`config.mk`:
```
export PLATFORM = sky130hd
export DESIGN_NAME = soc_mem_top
export DESIGN_NICKNAME = d
export VERILOG_FILES = /design/src/verilog/soc_pkg.sv /design/src/verilog/soc_mem_top.sv /design/src/verilog/ram_bridge.sv /design/src/verilog/clint_timer.sv /design/src/verilog/mem_arbiter.sv
export SDC_FILE = /design/constraint.sdc
export NUM_CORES = 1
export LEC_CHECK = 0
export BUFFER_PORTS_ARGS = -buffer_cell sky130_fd_sc_hd__buf_2
export CAP_MARGIN = 20
export CORE_MARGIN = 8
export CORE_UTILIZATION = 40
export DETAILED_ROUTE_END_ITERATION = 12
export PLACE_DENSITY = 0.64
export SLEW_MARGIN = 20
export SYNTH_ARGS = -nofsm -noshare
export SYNTH_HDL_FRONTEND = slang
export SYNTH_SLANG_ARGS = --single-unit
export TNS_END_PERCENT = 10
```
`constraint.sdc`:
```
create_clock -name clk -period 6.6 [get_ports clk]
set_input_delay 0.99 -clock clk [delete_from_list [all_inputs] [get_ports clk]]
set_output_delay 0.99 -clock clk [all_outputs]
set_load 0.01 [all_outputs]
```
`src/verilog/soc_pkg.sv`:
```
// shared widths, timer register addresses and command structs; all accesses are full 64-bit words
`default_nettype none

package soc_pkg;

    // bus widths
    localparam int ADDR_W = 64;
    localparam int DATA_W = 64;
    localparam int INST_W = 32;

    // core-local timer registers, anything else maps to external ram
    localparam logic [ADDR_W-1:0] MTIME_ADDR    = 64'h0000_0000_0200_BFF8;
    localparam logic [ADDR_W-1:0] MTIMECMP_ADDR = 64'h0000_0000_0200_4000;

    // data requester, rd/wr are levels held until ok
    typedef struct packed {
        logic              rd;
        logic              wr;
        logic [ADDR_W-1:0] addr;
        logic [DATA_W-1:0] wdata;
    } data_req_t;

    // arbiter to ram bridge, strobes are single-cycle
    typedef struct packed {
        logic              ram_rd;
        logic              inst_rd;
        logic              wr;
        logic [ADDR_W-1:0] addr;
        logic [DATA_W-1:0] wdata;
    } mem_cmd_t;

    // arbiter to timer, sel 0 is mtime and 1 is mtimecmp
    typedef struct packed {
        logic              rd;
        logic              wr;
        logic              sel;
        logic [DATA_W-1:0] wdata;
    } tmr_cmd_t;

    typedef enum logic [1:0] {
        IDLE    = 2'd0,
        ACCESS  = 2'd1,
        RESPOND = 2'd2
    } arb_state_t;

endpackage

`default_nettype wire
```
`src/verilog/soc_mem_top.sv`:
```
// memory side of the soc without core or caches; requesters hold their level until ok
`timescale 1ns/10ps
`default_nettype none

module soc_mem_top #(
    parameter int TICK_DIV = 4
) (
    input  wire                         clk,
    input  wire                         i_rst,
    input  wire                         i_inst_req,
    input  wire  [soc_pkg::ADDR_W-1:0]  i_inst_addr,
    input  soc_pkg::data_req_t          i_data_req,
    input  wire  [soc_pkg::INST_W-1:0]  i_inst_rdata,
    input  wire  [soc_pkg::DATA_W-1:0]  i_ram_rdata,
    output wire  [soc_pkg::INST_W-1:0]  o_inst_data,
    output wire                         o_inst_ok,
    output wire  [soc_pkg::DATA_W-1:0]  o_data_rdata,
    output wire                         o_data_ok,
    output wire                         o_ram_rd_ena,
    output wire                         o_inst_rd_ena,
    output wire  [soc_pkg::ADDR_W-1:0]  o_ram_addr,
    output wire                         o_ram_wr_ena,
    output wire  [soc_pkg::ADDR_W-1:0]  o_ram_wr_addr,
    output wire  [soc_pkg::DATA_W-1:0]  o_ram_wr_data,
    output wire                         o_timer_irq
);

    soc_pkg::mem_cmd_t           mem_cmd;
    soc_pkg::tmr_cmd_t           tmr_cmd;
    wire [soc_pkg::DATA_W-1:0]   ram_rdata64;
    wire [soc_pkg::INST_W-1:0]   ram_rdata32;
    wire                         ram_valid;
    wire [soc_pkg::DATA_W-1:0]   tmr_rdata;
    wire                         tmr_valid;

    mem_arbiter u_arbiter (
        .clk            (clk),
        .i_rst          (i_rst),
        .i_inst_req     (i_inst_req),
        .i_inst_addr    (i_inst_addr),
        .i_data_req     (i_data_req),
        .i_ram_rdata64  (ram_rdata64),
        .i_ram_rdata32  (ram_rdata32),
        .i_ram_valid    (ram_valid),
        .i_tmr_rdata    (tmr_rdata),
        .i_tmr_valid    (tmr_valid),
        .o_mem_cmd      (mem_cmd),
        .o_tmr_cmd      (tmr_cmd),
        .o_inst_data    (o_inst_data),
        .o_inst_ok      (o_inst_ok),
        .o_data_rdata   (o_data_rdata),
        .o_data_ok      (o_data_ok)
    );

    // external ram pins
    ram_bridge u_ram (
        .clk            (clk),
        .i_rst          (i_rst),
        .i_cmd          (mem_cmd),
        .i_inst_rdata   (i_inst_rdata),
        .i_ram_rdata    (i_ram_rdata),
        .o_ram_rd_ena   (o_ram_rd_ena),
        .o_inst_rd_ena  (o_inst_rd_ena),
        .o_ram_addr     (o_ram_addr),
        .o_ram_wr_ena   (o_ram_wr_ena),
        .o_ram_wr_addr  (o_ram_wr_addr),
        .o_ram_wr_data  (o_ram_wr_data),
        .o_rdata64      (ram_rdata64),
        .o_rdata32      (ram_rdata32),
        .o_resp_valid   (ram_valid)
    );

    clint_timer #(
        .TICK_DIV       (TICK_DIV)
    ) u_timer (
        .clk            (clk),
        .i_rst          (i_rst),
        .i_cmd          (tmr_cmd),
        .o_rdata        (tmr_rdata),
        .o_rd_valid     (tmr_valid),
        .o_irq          (o_timer_irq)
    );

endmodule

`default_nettype wire

```
`src/verilog/ram_bridge.sv`:
```
// external memory must return read data in the cycle after its read strobe
`timescale 1ns/10ps
`default_nettype none

module ram_bridge (
    input  wire                         clk,
    input  wire                         i_rst,
    input  soc_pkg::mem_cmd_t           i_cmd,
    input  wire  [soc_pkg::INST_W-1:0]  i_inst_rdata,
    input  wire  [soc_pkg::DATA_W-1:0]  i_ram_rdata,
    output logic                        o_ram_rd_ena,
    output logic                        o_inst_rd_ena,
    output logic [soc_pkg::ADDR_W-1:0]  o_ram_addr,
    output logic                        o_ram_wr_ena,
    output logic [soc_pkg::ADDR_W-1:0]  o_ram_wr_addr,
    output logic [soc_pkg::DATA_W-1:0]  o_ram_wr_data,
    output logic [soc_pkg::DATA_W-1:0]  o_rdata64,
    output logic [soc_pkg::INST_W-1:0]  o_rdata32,
    output logic                        o_resp_valid
);

    // strobes delayed by one, mark the cycle the memory answers
    logic                        rd64_d;
    logic                        rd32_d;
    logic                        wr_d;
    logic [soc_pkg::DATA_W-1:0]  rdata64_q;
    logic [soc_pkg::INST_W-1:0]  rdata32_q;

    always_ff @(posedge clk) begin
        if (i_rst) begin
            o_ram_rd_ena  <= 1'b0;
            o_inst_rd_ena <= 1'b0;
            o_ram_wr_ena  <= 1'b0;
            rd64_d        <= 1'b0;
            rd32_d        <= 1'b0;
            wr_d          <= 1'b0;
        end else begin
            o_ram_rd_ena  <= i_cmd.ram_rd;
            o_inst_rd_ena <= i_cmd.inst_rd;
            o_ram_wr_ena  <= i_cmd.wr;
            rd64_d        <= o_ram_rd_ena;
            rd32_d        <= o_inst_rd_ena;
            wr_d          <= o_ram_wr_ena;
        end
    end

    // address and data pins only move on a new access
    always_ff @(posedge clk) begin
        if (i_cmd.ram_rd || i_cmd.inst_rd) begin
            o_ram_addr <= i_cmd.addr;
        end
        if (i_cmd.wr) begin
            o_ram_wr_addr <= i_cmd.addr;
            o_ram_wr_data <= i_cmd.wdata;
        end
    end

    // holding registers keep the last word after the answer cycle
    always_ff @(posedge clk) begin
        if (rd64_d) begin
            rdata64_q <= i_ram_rdata;
        end
        if (rd32_d) begin
            rdata32_q <= i_inst_rdata;
        end
    end

    assign o_rdata64    = rd64_d ? i_ram_rdata : rdata64_q;
    assign o_rdata32    = rd32_d ? i_inst_rdata : rdata32_q;
    // writes answer too, so every ram access looks the same upstream
    assign o_resp_valid = rd64_d | rd32_d | wr_d;

endmodule

`default_nettype wire

```
`src/verilog/clint_timer.sv`:
```
// mtime/mtimecmp only, full 64-bit accesses; TICK_DIV must be 1 or more
`timescale 1ns/10ps
`default_nettype none

module clint_timer #(
    parameter int TICK_DIV = 4
) (
    input  wire                         clk,
    input  wire                         i_rst,
    input  soc_pkg::tmr_cmd_t           i_cmd,
    output logic [soc_pkg::DATA_W-1:0]  o_rdata,
    output logic                        o_rd_valid,
    output logic                        o_irq
);

    localparam int PRE_W = (TICK_DIV > 1) ? $clog2(TICK_DIV) : 1;

    logic [PRE_W-1:0]            pre_cnt;
    logic                        tick;
    logic [soc_pkg::DATA_W-1:0]  mtime;
    logic [soc_pkg::DATA_W-1:0]  mtimecmp;

    assign tick = (pre_cnt == PRE_W'(TICK_DIV - 1));

    // prescaler and mtime, a write to mtime restarts the prescale period
    always_ff @(posedge clk) begin
        if (i_rst) begin
            pre_cnt <= '0;
            mtime   <= '0;
        end else if (i_cmd.wr && !i_cmd.sel) begin
            pre_cnt <= '0;
            mtime   <= i_cmd.wdata;
        end else if (tick) begin
            pre_cnt <= '0;
            mtime   <= mtime + 1'b1;
        end else begin
            pre_cnt <= pre_cnt + 1'b1;
        end
    end

    always_ff @(posedge clk) begin
        if (i_rst) begin
            mtimecmp <= '1;
        end else if (i_cmd.wr && i_cmd.sel) begin
            mtimecmp <= i_cmd.wdata;
        end
    end

    // register reads
    always_ff @(posedge clk) begin
        if (i_rst) begin
            o_rd_valid <= 1'b0;
        end else begin
            o_rd_valid <= i_cmd.rd;
        end
    end

    always_ff @(posedge clk) begin
        if (i_cmd.rd) begin
            o_rdata <= i_cmd.sel ? mtimecmp : mtime;
        end
    end

    // level interrupt, follows register writes one edge later
    always_ff @(posedge clk) begin
        if (i_rst) begin
            o_irq <= 1'b0;
        end else begin
            o_irq <= (mtime >= mtimecmp);
        end
    end

endmodule

`default_nettype wire

```
`src/verilog/mem_arbiter.sv`:
```
// one access at a time, data wins over fetch; ok pulses 2 cycles after the sampling edge
`timescale 1ns/10ps
`default_nettype none

module mem_arbiter (
    input  wire                            clk,
    input  wire                            i_rst,
    input  wire                            i_inst_req,
    input  wire  [soc_pkg::ADDR_W-1:0]     i_inst_addr,
    input  soc_pkg::data_req_t             i_data_req,
    input  wire  [soc_pkg::DATA_W-1:0]     i_ram_rdata64,
    input  wire  [soc_pkg::INST_W-1:0]     i_ram_rdata32,
    input  wire                            i_ram_valid,
    input  wire  [soc_pkg::DATA_W-1:0]     i_tmr_rdata,
    input  wire                            i_tmr_valid,
    output soc_pkg::mem_cmd_t              o_mem_cmd,
    output soc_pkg::tmr_cmd_t              o_tmr_cmd,
    output logic [soc_pkg::INST_W-1:0]     o_inst_data,
    output logic                           o_inst_ok,
    output logic [soc_pkg::DATA_W-1:0]     o_data_rdata,
    output logic                           o_data_ok
);

    soc_pkg::arb_state_t state;

    // latched winner
    logic                        own_data;
    logic                        req_wr;
    logic                        req_tmr;
    logic                        req_sel;
    logic [soc_pkg::ADDR_W-1:0]  req_addr;
    logic [soc_pkg::DATA_W-1:0]  req_wdata;

    logic [soc_pkg::DATA_W-1:0]  tmr_rdata_q;
    logic                        data_pending;
    logic                        hit_mtime;
    logic                        hit_mtimecmp;
    logic                        in_access;

    assign data_pending = i_data_req.rd | i_data_req.wr;
    assign hit_mtime    = (i_data_req.addr == soc_pkg::MTIME_ADDR);
    assign hit_mtimecmp = (i_data_req.addr == soc_pkg::MTIMECMP_ADDR);
    assign in_access    = (state == soc_pkg::ACCESS);

    always_ff @(posedge clk) begin
        if (i_rst) begin
            state     <= soc_pkg::IDLE;
            own_data  <= 1'b0;
            req_wr    <= 1'b0;
            req_tmr   <= 1'b0;
            req_sel   <= 1'b0;
            o_inst_ok <= 1'b0;
            o_data_ok <= 1'b0;
        end else begin
            o_inst_ok <= 1'b0;
            o_data_ok <= 1'b0;
            case (state)
                soc_pkg::IDLE: begin
                    if (data_pending) begin
                        own_data <= 1'b1;
                        req_wr   <= i_data_req.wr;
                        req_tmr  <= hit_mtime | hit_mtimecmp;
                        req_sel  <= hit_mtimecmp;
                        state    <= soc_pkg::ACCESS;
                    end else if (i_inst_req) begin
                        // fetches always go to ram
                        own_data <= 1'b0;
                        req_wr   <= 1'b0;
                        req_tmr  <= 1'b0;
                        req_sel  <= 1'b0;
                        state    <= soc_pkg::ACCESS;
                    end
                end
                soc_pkg::ACCESS: begin
                    state <= soc_pkg::RESPOND;
                end
                soc_pkg::RESPOND: begin
                    o_data_ok <= own_data;
                    o_inst_ok <= ~own_data;
                    state     <= soc_pkg::IDLE;
                end
                default: begin
                    state <= soc_pkg::IDLE;
                end
            endcase
        end
    end

    // address and write data of the winner
    always_ff @(posedge clk) begin
        if (state == soc_pkg::IDLE) begin
            if (data_pending) begin
                req_addr  <= i_data_req.addr;
                req_wdata <= i_data_req.wdata;
            end else if (i_inst_req) begin
                req_addr  <= i_inst_addr;
                req_wdata <= '0;
            end
        end
    end

    // timer answers during RESPOND, hold it for the ok cycle
    always_ff @(posedge clk) begin
        if (i_tmr_valid) begin
            tmr_rdata_q <= i_tmr_rdata;
        end
    end

    // one-cycle commands while in ACCESS
    always_comb begin
        o_mem_cmd.ram_rd  = in_access & own_data & ~req_wr & ~req_tmr;
        o_mem_cmd.inst_rd = in_access & ~own_data;
        o_mem_cmd.wr      = in_access & own_data & req_wr & ~req_tmr;
        o_mem_cmd.addr    = req_addr;
        o_mem_cmd.wdata   = req_wdata;
        o_tmr_cmd.rd      = in_access & req_tmr & ~req_wr;
        o_tmr_cmd.wr      = in_access & req_tmr & req_wr;
        o_tmr_cmd.sel     = req_sel;
        o_tmr_cmd.wdata   = req_wdata;
    end

    // ram data arrives in the ok cycle itself
    assign o_data_rdata = i_ram_valid ? i_ram_rdata64 : tmr_rdata_q;
    assign o_inst_data  = i_ram_rdata32;

endmodule

`default_nettype wire

```
==> run_results.csv, run 1 <==
group,metric,value,unit
yosys,syn_area_per_cell,14.0,um2
routing,route.vias.total,17654,
grt,grt_pass1_wl,113,mm
run,cap_violations,0,
sta,report.final.setup_viol,0,
sta,timing.clock.skew,20.9,ps
layout,drive_gt1_share,39.9,%
power_and_ir_drop,finalPower,10.3,mW
run_status,status,"complete, no violations",
routing,post-route-drc-count,0,
sta,fin_crit,3940,ps
power_and_ir_drop,p_leak,14.0,nW
power_and_ir_drop,pwr-share-comb,7.4,%
clocking,cts_buffer_depth,3,
yosys,async_reset_ff_share,0,%
power_and_ir_drop,p_switching,2.32,mW
grt,antenna_found_initial,13,
sta,hold_violations,0,
setup_path,r2r_start,"u_timer.mtime[31]",
clocking,htreeDepth,3,
yosys,ys_ff_latch,690,
sta,drv_slew,0,
setup_path,worst_path_max_delay_cell,"or3_4",
routing,totalWireLength,75.6,mm
setup_path,required,5610,ps
setup_path,cp.arrival,2950,ps
setup_path,path_cells,"or3_4 -> mux2_2 -> buf_2",
power_and_ir_drop,power_density,302,mW/mm2
yosys,ys_types,55,
setup_path,critPathLaunchType,"register",
hold_path,min_from,"u_timer.o_rdata[43]",
routing,postRouteAntennaNets,0,
power_and_ir_drop,clock_power_share,42.7,%
clocking,cts_hold_buf,0,
layout,instances_no_fill,3500,
yosys,synth_cells,1965,
sta,fmax,0.254,GHz
grt,grt_max_degree,103,
clocking,numCtsBuffers,77,
clocking,cts-root-buf,"clkbuf_16",
yosys,syn-cell-area,0.0275,mm2
place,gp_congestion,0.889,
grt,grt.overflow.total,0,
setup_path,cp-end-kind,"primary output",
grt,grt_pass1_vias,18638,
clocking,clock_sinks,690,
sta,setup-tns-final,0,ps
grt,track_usage,18.8,%
routing,detail_route.first_pass.iterations,5,
sta,timing.slew.headroom,32.3,%
power_and_ir_drop,pwr-share-seq,49.9,%
power_and_ir_drop,intPower,7.95,mW
yosys,synth_top_area_cell,"edfxtp_1",
power_and_ir_drop,swShare,22.6,%
yosys,synth_top_area_share,48.9,%
place,place_ws,3230,ps
clocking,clkTransAtPathRegs,60,ps
setup_path,criticalPathCategory,"register to primary output",
yosys,synth-edff-count,448,
floorplan,start_util,40.2,%
setup_path,worstPathMaxFanout,64,
sta,grt_setup_unrepaired,"no",
place,dp_hpwl,54.3,mm
yosys,synth_area_leaders,"edfxtp_1, dfxtp_1, mux2_2, ha_1, nand2_1",
sta,tightest_slew,1010,ps
routing,wl_per_cell,21.6,um
power_and_ir_drop,ir_drop,0.236,mV
clocking,post_cts_buffers,0,
sta,setup_ws,2660,ps
clocking,ctsResizeCount,0,
floorplan,die_w,278,um
yosys,synth_top_flop_cell,"edfxtp_1",
routing,viasPerCell,5.04,
setup_path,setup.worst_path.start,"u_ram.rd32_d",
setup_path,critical_path.max_stage_delay,880,ps
floorplan,die_area,0.0774,mm2
clocking,cts_tree,"yes",
hold_path,worstHoldPathType,"register to register",
floorplan,num_io_pins,587,
place,io_buffers,586,
place,dpl.cell_count,3353,
layout,syn2layout_area_growth,23.7,%
sta,final.period_utilization,59.7,%
yosys,ys_seq_area_share,66.6,%
yosys,yosys_warnings,0,
layout,nets,2910,
floorplan,core_area,0.0683,mm2
floorplan,std_cell_rows,96,
yosys,syn_nets,2324,
clocking,clk_latency,610,ps
routing,drt_iter0_drc,924,
floorplan,die_h,278,um
## metal layers
layer  track usage [%]  part of all wire (%)  wire length (um)
met1              21.9                    40             30200
met2              32.4                    49             36900
met3              6.02                   8.0              6040
met4              6.80                   3.1              2380
met5                 0                 0.099                75
## worst max-delay path, delay by kind of cell (launching register included)
kind	cells	cell delay, ps
muxes	1	420
DFF	1	820
buffers and inverters	1	170
and+or+nand+nor	1	880
## power groups by stage
stage	Clock (mW)	Sequential (mW)	Combinational, mW
after floorplan	0	5.18	0.414
after global placement	0	5.20	0.750
after detailed placement	0	5.22	0.774
after CTS	4.51	5.13	0.777
after global routing	4.66	5.16	0.828
final	4.39	5.12	0.762
## cell usage in the layout, fill, tap and decap left out, drive strengths merged, types with 64 or more instances in the layout
master	netlist	routed
ha	66	66
edfxtp	448	448
clkbuf	77	99
nor2	84	84
mux2	280	280
dfxtp	242	242
inv	79	85
buf	16	600
nor2b	69	69
nand2	180	180
nand3b	64	64
## synth_stat cells, types with 9 or more instances
cell type,number
nand4_1,26
nor2b_1,69
a211oi_1,60
ha_1,66
mux2_2,280
buf_1,9
nor3_1,16
and4_1,12
xnor2_1,44
a21oi_1,23
nor4_1,32
o21ai_0,20
nand2_1,180
nor3_2,9
xor2_1,16
inv_1,79
nor2_1,84
clkbuf_1,76
nand3_1,27
dfxtp_1,242
edfxtp_1,448
nand3b_1,64
## logic make-up (layout without fill, tap and decap cells)
kind of cell               after synthesis  count (layout)  synth area share [%]
DFF                                    690             690                  66.6
and+or+nand+nor                        566             566                  11.3
muxes                                  281             281                  11.5
buffers and inverters                  172             823                  2.45
AOI/OAI and AO/OA                      130             130                  3.21
adders and majority gates               66              66                  3.00
xor gates and xnor gates                60              60                  1.91
other                                    0               2                     0
## registers in the layout (all words and copies together), names as in the netlist, 2 cells and up
name                   cells
u_timer.pre_cnt            2
u_ram.rdata32_q           32
u_ram.o_ram_addr          64
u_arbiter.req_addr        64
u_arbiter.state            2
u_timer.mtimecmp          64
u_ram.o_ram_wr_data       64
u_ram.o_ram_wr_addr       64
u_ram.rdata64_q           64
u_timer.mtime             64
u_timer.o_rdata           64
u_arbiter.tmr_rdata_q     64
u_arbiter.req_wdata       64
## layout make-up
type,count,area (um2)
Fill cell,5911,34400
Multi-Input combinational cell,1103,8550
Inverter,79,302
Clock inverter,45,510
Tap cell,882,1100
Antenna cell,2,5.00
Timing Repair Buffer,600,3070
Sequential cell,690,18300
Clock buffer,99,2140
## path summary, 6_finish.rpt
path              cells after the start  slack (ps)                         to
hold reg to reg                       0         410  u_arbiter.tmr_rdata_q[43]
setup reg to reg                      6        3630          u_timer.mtime[41]
hold / removal                        0         410  u_arbiter.tmr_rdata_q[43]
setup / recovery                      3        2660            o_data_rdata[2]
## stage by stage
step / util, % / instance area [um2] / hold WS [ps]
after floorplan: - / 27500 / 400
after global placement: 45.8 / 31300 / 406
after detailed placement: 45.8 / 31300 / 405
after CTS: 49.7 / 34000 / 416
after global routing: 49.7 / 34000 / 422
final: 49.7 / 34000 / 414
Note: power is estimated with default switching activity, not from simulation.
==> inputs of run 2 (changes only) <==
--- a/config.mk
+++ b/config.mk
@@ -10,7 +10,7 @@
 export CORE_MARGIN = 8
 export CORE_UTILIZATION = 40
 export DETAILED_ROUTE_END_ITERATION = 12
-export PLACE_DENSITY = 0.64
+export PLACE_DENSITY = 0.66
 export SLEW_MARGIN = 20
 export SYNTH_ARGS = -nofsm -noshare
 export SYNTH_HDL_FRONTEND = slang
==> constraint.sdc (replaced) <==
create_clock -name clk -period 3.3 [get_ports clk]
set_input_delay 0.495 -clock clk [delete_from_list [all_inputs] [get_ports clk]]
set_output_delay 0.495 -clock clk [all_outputs]
set_load 0.01 [all_outputs]
==> run 2 against run 1 <==
Register-to-register slack lost 3000 ps. Die area is the same. Combinational power grew 110%. Design area grew 0.33%. Hold slack lost 280 ps. Non-clock buffer count grew 9. Global-route usage grew 0.78 points. Sequential power grew 100%. First-iteration DRC count grew 15%. Flip-flop and latch count is the same.
==> run_results.csv, run 2 (synthesis results as in run 1) <==
group,metric,value,unit
setup_path,criticalPathCategory,"register to primary output",
grt,grt_max_degree,125,
routing,drt_iter0_drc,1066,
layout,drive_gt1_share,39.8,%
floorplan,start_util,40.2,%
routing,totalWireLength,78.7,mm
run_status,status,"complete, no violations",
clocking,cts_tree,"yes",
power_and_ir_drop,ir_drop,0.437,mV
layout,fillers,5953,
floorplan,std_cell_rows,96,
clocking,numCtsBuffers,76,
sta,fin_crit,3090,ps
sta,timing.slew.headroom,31.1,%
layout,final_area,0.0341,mm2
place,dp_hpwl,57.7,mm
grt,grt_pass1_vias,18588,
grt,grt.overflow.total,0,
routing,wl_per_cell,22.4,um
grt,track_usage,19.6,%
setup_path,cp.arrival,2590,ps
setup_path,cp-end-kind,"primary output",
grt,antenna_found_initial,11,
floorplan,core_area,0.0683,mm2
clocking,ctsResizeCount,0,
power_and_ir_drop,p_leak,14.1,nW
sta,tightest_slew,1030,ps
routing,post-route-drc-count,0,
routing,detail_route.first_pass.iterations,5,
routing,postRouteAntennaNets,0,
clocking,htreeDepth,3,
sta,grt_setup_unrepaired,"no",
grt,grt_pass1_wl,116,mm
sta,fmax,0.324,GHz
layout,instances_no_fill,3508,
sta,hold_violations,0,
layout,syn2layout_area_growth,24.1,%
setup_path,critPathLaunchType,"register",
sta,report.final.setup_viol,0,
clocking,clk_latency,600,ps
floorplan,die_w,278,um
sta,final.period_utilization,93.6,%
hold_path,worstHoldPathType,"input port to register",
floorplan,die_h,278,um
place,gp_congestion,0.951,
clocking,cts_buffer_depth,3,
routing,route.vias.total,17753,
sta,timing.clock.skew,16.0,ps
place,io_buffers,586,
setup_path,worstPathMaxFanout,32,
layout,final_common_cell,"buf_2",
setup_path,required,2800,ps
floorplan,num_io_pins,587,
floorplan,die_area,0.0774,mm2
run,cap_violations,0,
place,postPlaceCellArea,0.0315,mm2
sta,drv_slew,0,
routing,viasPerCell,5.06,
layout,nets,2919,
place,dpl.cell_count,3363,
clocking,cts-root-buf,"clkbuf_16",
clocking,clock_sinks,690,
clocking,clkTransAtPathRegs,60,ps
power_and_ir_drop,power_density,604,mW/mm2
layout,final_cell_mix,"buf_2, edfxtp_1, mux2_2, dfxtp_1, nand2_1",
-- run 2: cell types whose count changed in the layout (fill, tap and decap cells not counted), moves of 2 or more --
| cell | previous run | this run |
|---|---|---|
| buf_12 | 1 | 10 |
| bufinv_16 | 7 | 12 |
| clkbuf_1 | 12 | 14 |
| clkbuf_16 | 80 | 77 |
| clkbuf_8 | 7 | 3 |
| clkinv_1 | 5 | 10 |
| clkinv_4 | 4 | 0 |
| clkinvlp_4 | 8 | 6 |
-- run 2: final cells by class --
| cell class | count | area (um2) | area share, % |
|---|---|---|---|
| inverter | 79 | 302 | 0.884 |
| clock buffer | 94 | 2020 | 5.92 |
| sequential | 690 | 18300 | 53.7 |
| multi-input combinational | 1104 | 8550 | 25.1 |
| tap | 882 | 1100 | 3.24 |
| antenna | 3 | 7.51 | 0.0220 |
| timing repair buffer | 609 | 3230 | 9.48 |
| clock inverter | 47 | 576 | 1.69 |
-- run 2: stage by stage --
stage | setup WS, ps | setup TNS (ps) | total power [mW] | hold WS (ps) | util [%]
2_1_floorplan | -559 | -107450 | 11.2 | 400 | -
3_3_place_gp | 777 | 0 | 12.0 | 404 | 46.1
3_5_place_dp | 691 | 0 | 12.1 | 405 | 46.1
4_1_cts | 51.2 | 0 | 20.9 | 80.8 | 49.9
5_1_grt | 71.9 | 0 | 21.4 | 101 | 49.9
6_report | 212 | 0 | 20.6 | 132 | 49.9
-- run 2: report_power, final --
part	internal [mW]	switching (mW)
combinational	0.740	0.843
clock	5.32	3.45
sequential	9.96	0.304
-- run 2: critical path, cell delays in order (launching register included) --
cell and delay, ps:
dfxtp_4 570, or3_2 800, mux2_2 430, buf_2 150
-- run 2: what timing repair did --
item,4_1_cts,5_1_grt
hold buffers,0,0
endpoints found under the setup margin,0,39
setup buffers,0,0
-- run 2: metal layers --
| metal | vias up | share of wire [%] | routed length (um) | GRT usage, % |
|---|---|---|---|---|
| met1 | 8583 | 39 | 30700 | 22.3 |
| met3 | 125 | 8.0 | 6280 | 6.51 |
| met4 | 8 | 2.7 | 2100 | 6.19 |
| met5 | - | 0.060 | 47 | 0 |
| li1 | 8397 | - | - | - |
| met2 | 640 | 50 | 39600 | 34.7 |
-- run 2: path summary, 6_finish.rpt --
path / start / end / slack (ps) / cells after the start
worst min register to register: u_timer.o_rdata[37] / u_arbiter.tmr_rdata_q[37] / 410 / 0
worst min-delay path: i_ram_rdata[54] / u_ram.rdata64_q[54] / 130 / 2
worst max-delay path: u_ram.rd64_d / o_data_rdata[1] / 210 / 3
worst max register to register: u_timer.pre_cnt[0] / u_timer.mtime[51] / 650 / 7
==> inputs of run 3 (changes only) <==
--- a/config.mk
+++ b/config.mk
@@ -8,9 +8,9 @@
 export BUFFER_PORTS_ARGS = -buffer_cell sky130_fd_sc_hd__buf_2
 export CAP_MARGIN = 20
 export CORE_MARGIN = 8
-export CORE_UTILIZATION = 40
+export CORE_UTILIZATION = 49
 export DETAILED_ROUTE_END_ITERATION = 12
-export PLACE_DENSITY = 0.66
+export PLACE_DENSITY = 0.78
 export SLEW_MARGIN = 20
 export SYNTH_ARGS = -nofsm -noshare
 export SYNTH_HDL_FRONTEND = slang
==> run 3 against run 2 <==
Total power fell by 3.7%. Die area fell by 17%. Global-route usage rose by 3.1 points. Critical path depth rose by 1. Flip-flop and latch count did not move. Final cell count fell by 3.9%. Clock power fell by 8.2%. Critical path type unchanged. Critical endpoint is now o_data_rdata[7].
==> run_results.csv, run 3 (synthesis results as in run 1) <==
group,metric,value,unit
run_status,status,"complete, no violations",
routing,totalWireLength,74.6,mm
place,dpl.cell_count,3237,
setup_path,critPathMostFrequentCell,"mux2_2",
sta,setup_ws,211,ps
place,gp_congestion,0.916,
clocking,clk_latency,600,ps
floorplan,num_io_pins,587,
power_and_ir_drop,intPower,15.4,mW
layout,nets,2913,
place,dp_hpwl,54.1,mm
sta,report.final.setup_viol,0,
layout,final_area,0.0337,mm2
power_and_ir_drop,p_switching,4.40,mW
clocking,htreeDepth,3,
floorplan,std_cell_rows,87,
clocking,clock_sinks,690,
layout,final_common_cell,"buf_2",
grt,grt.overflow.total,0,
place,postPlaceCellArea,0.0313,mm2
sta,final.period_utilization,93.6,%
setup_path,worst_path_max_delay_cell,"buf_4",
grt,grt_pass1_vias,18488,
grt,track_usage,22.7,%
routing,route.vias.total,17842,
place,place_ws,712,ps
sta,timing.slew.headroom,31.1,%
power_and_ir_drop,pwr-share-seq,51.7,%
clocking,cts_tree,"yes",
layout,multi_input_area,0.00854,mm2
setup_path,cp.arrival,2590,ps
grt,antenna_found_initial,16,
setup_path,critPathLaunchType,"register",
setup_path,cp-end-kind,"primary output",
clocking,numCtsBuffers,71,
routing,detail_route.first_pass.iterations,5,
power_and_ir_drop,ir_drop,0.462,mV
floorplan,die_area,0.0639,mm2
place,io_buffers,586,
setup_path,worstPathMaxFanout,64,
clocking,cts-root-buf,"clkbuf_16",
layout,drive_gt1_share,39.5,%
sta,hold_violations,0,
power_and_ir_drop,finalPower,19.8,mW
sta,hold_ws,144,ps
grt,grt_max_degree,121,
setup_path,criticalPathCategory,"register to primary output",
routing,post-route-drc-count,0,
clocking,ctsResizeCount,0,
sta,fmax,0.324,GHz
routing,wl_per_cell,22.1,um
layout,fin_util,60.2,%
layout,register_area,0.0183,mm2
sta,setup-tns-final,0,ps
clocking,cts_hold_buf,0,
run,cap_violations,0,
floorplan,start_util,49.1,%
sta,grt_setup_unrepaired,"no",
routing,drt_iter0_drc,1111,
clocking,cts_buffer_depth,3,
setup_path,path_cells,"buf_4 -> mux2_2 -> mux2_2 -> buf_2",
routing,viasPerCell,5.29,
clocking,post_cts_buffers,0,
power_and_ir_drop,clock_power_share,40.5,%
sta,timing.clock.skew,28.7,ps
clocking,clkTransAtPathRegs,60,ps
floorplan,core_area,0.0560,mm2
floorplan,die_w,253,um
setup_path,critical_path.top_delay_family,"buffers and inverters",
grt,grt_pass1_wl,111,mm
layout,fillers,4351,
power_and_ir_drop,power_density,590,mW/mm2
power_and_ir_drop,swShare,22.2,%
layout,final_cell_mix,"buf_2, edfxtp_1, mux2_2, dfxtp_1, nand2_1",
sta,tightest_slew,1030,ps
floorplan,die_h,253,um
sta,drv_slew,0,
setup_path,critPathBufInv,2,
layout,syn2layout_area_growth,22.4,%
setup_path,critical_path.max_stage_delay,610,ps
routing,postRouteAntennaNets,0,
layout,instances_no_fill,3372,
power_and_ir_drop,pwr-share-comb,7.8,%
power_and_ir_drop,p_leak,13.9,nW
sta,fin_crit,3090,ps
setup_path,required,2800,ps
hold_path,worstHoldPathType,"input port to register",
## run 3: cell types whose count changed in the layout (fill, tap and decap cells not counted), sizes merged
cell	previous run	this run
bufinv	12	6
clkbuf	94	93
clkinvlp	6	3
diode	3	5
inv	83	82
or3	8	7
## run 3: power groups by stage
stage                     Combinational (mW)  Clock [mW]  Sequential (mW)
after floorplan                        0.829           0             10.4
after global placement                  1.50           0             10.4
after detailed placement                1.56           0             10.4
after CTS                               1.57        8.23             10.3
after global routing                    1.67        8.59             10.3
final                                   1.54        8.04             10.3
## run 3: routing by layer
| layer | wire length [um] | GRT usage [%] |
|---|---|---|
| met3 | 5910 | 6.71 |
| met2 | 37400 | 39.5 |
| met5 | 71 | 0 |
| met4 | 2340 | 8.66 |
| met1 | 28900 | 26.3 |
## run 3: worst paths after layout
check	from	end	slack, ps	cells past startpoint
worst max-delay path	u_ram.rd64_d	o_data_rdata[7]	210	4
worst min-delay path	i_ram_rdata[37]	u_ram.rdata64_q[37]	140	2
worst max register to register	u_timer.pre_cnt[0]	u_timer.mtime[51]	720	7
worst min register to register	u_timer.o_rdata[51]	u_arbiter.tmr_rdata_q[51]	420	0
## run 3: layout make-up
type                            instances  share of cell area (%)
Antenna cell                            5                  0.0372
Clock buffer                           93                    5.93
Clock inverter                         37                    1.05
Inverter                               79                   0.896
Multi-Input combinational cell       1103                    25.4
Sequential cell                       690                    54.4
Tap cell                              756                    2.81
Timing Repair Buffer                  609                    9.50
## run 3: worst register-to-register path, cell delays in order (launching register included)
cell and delay (ps):
dfxtp_1 340, ha_1 300, and3_1 340, nand3_4 140, or4_4 660, nor4_1 390
xnor2_1 100, a211oi_1 220
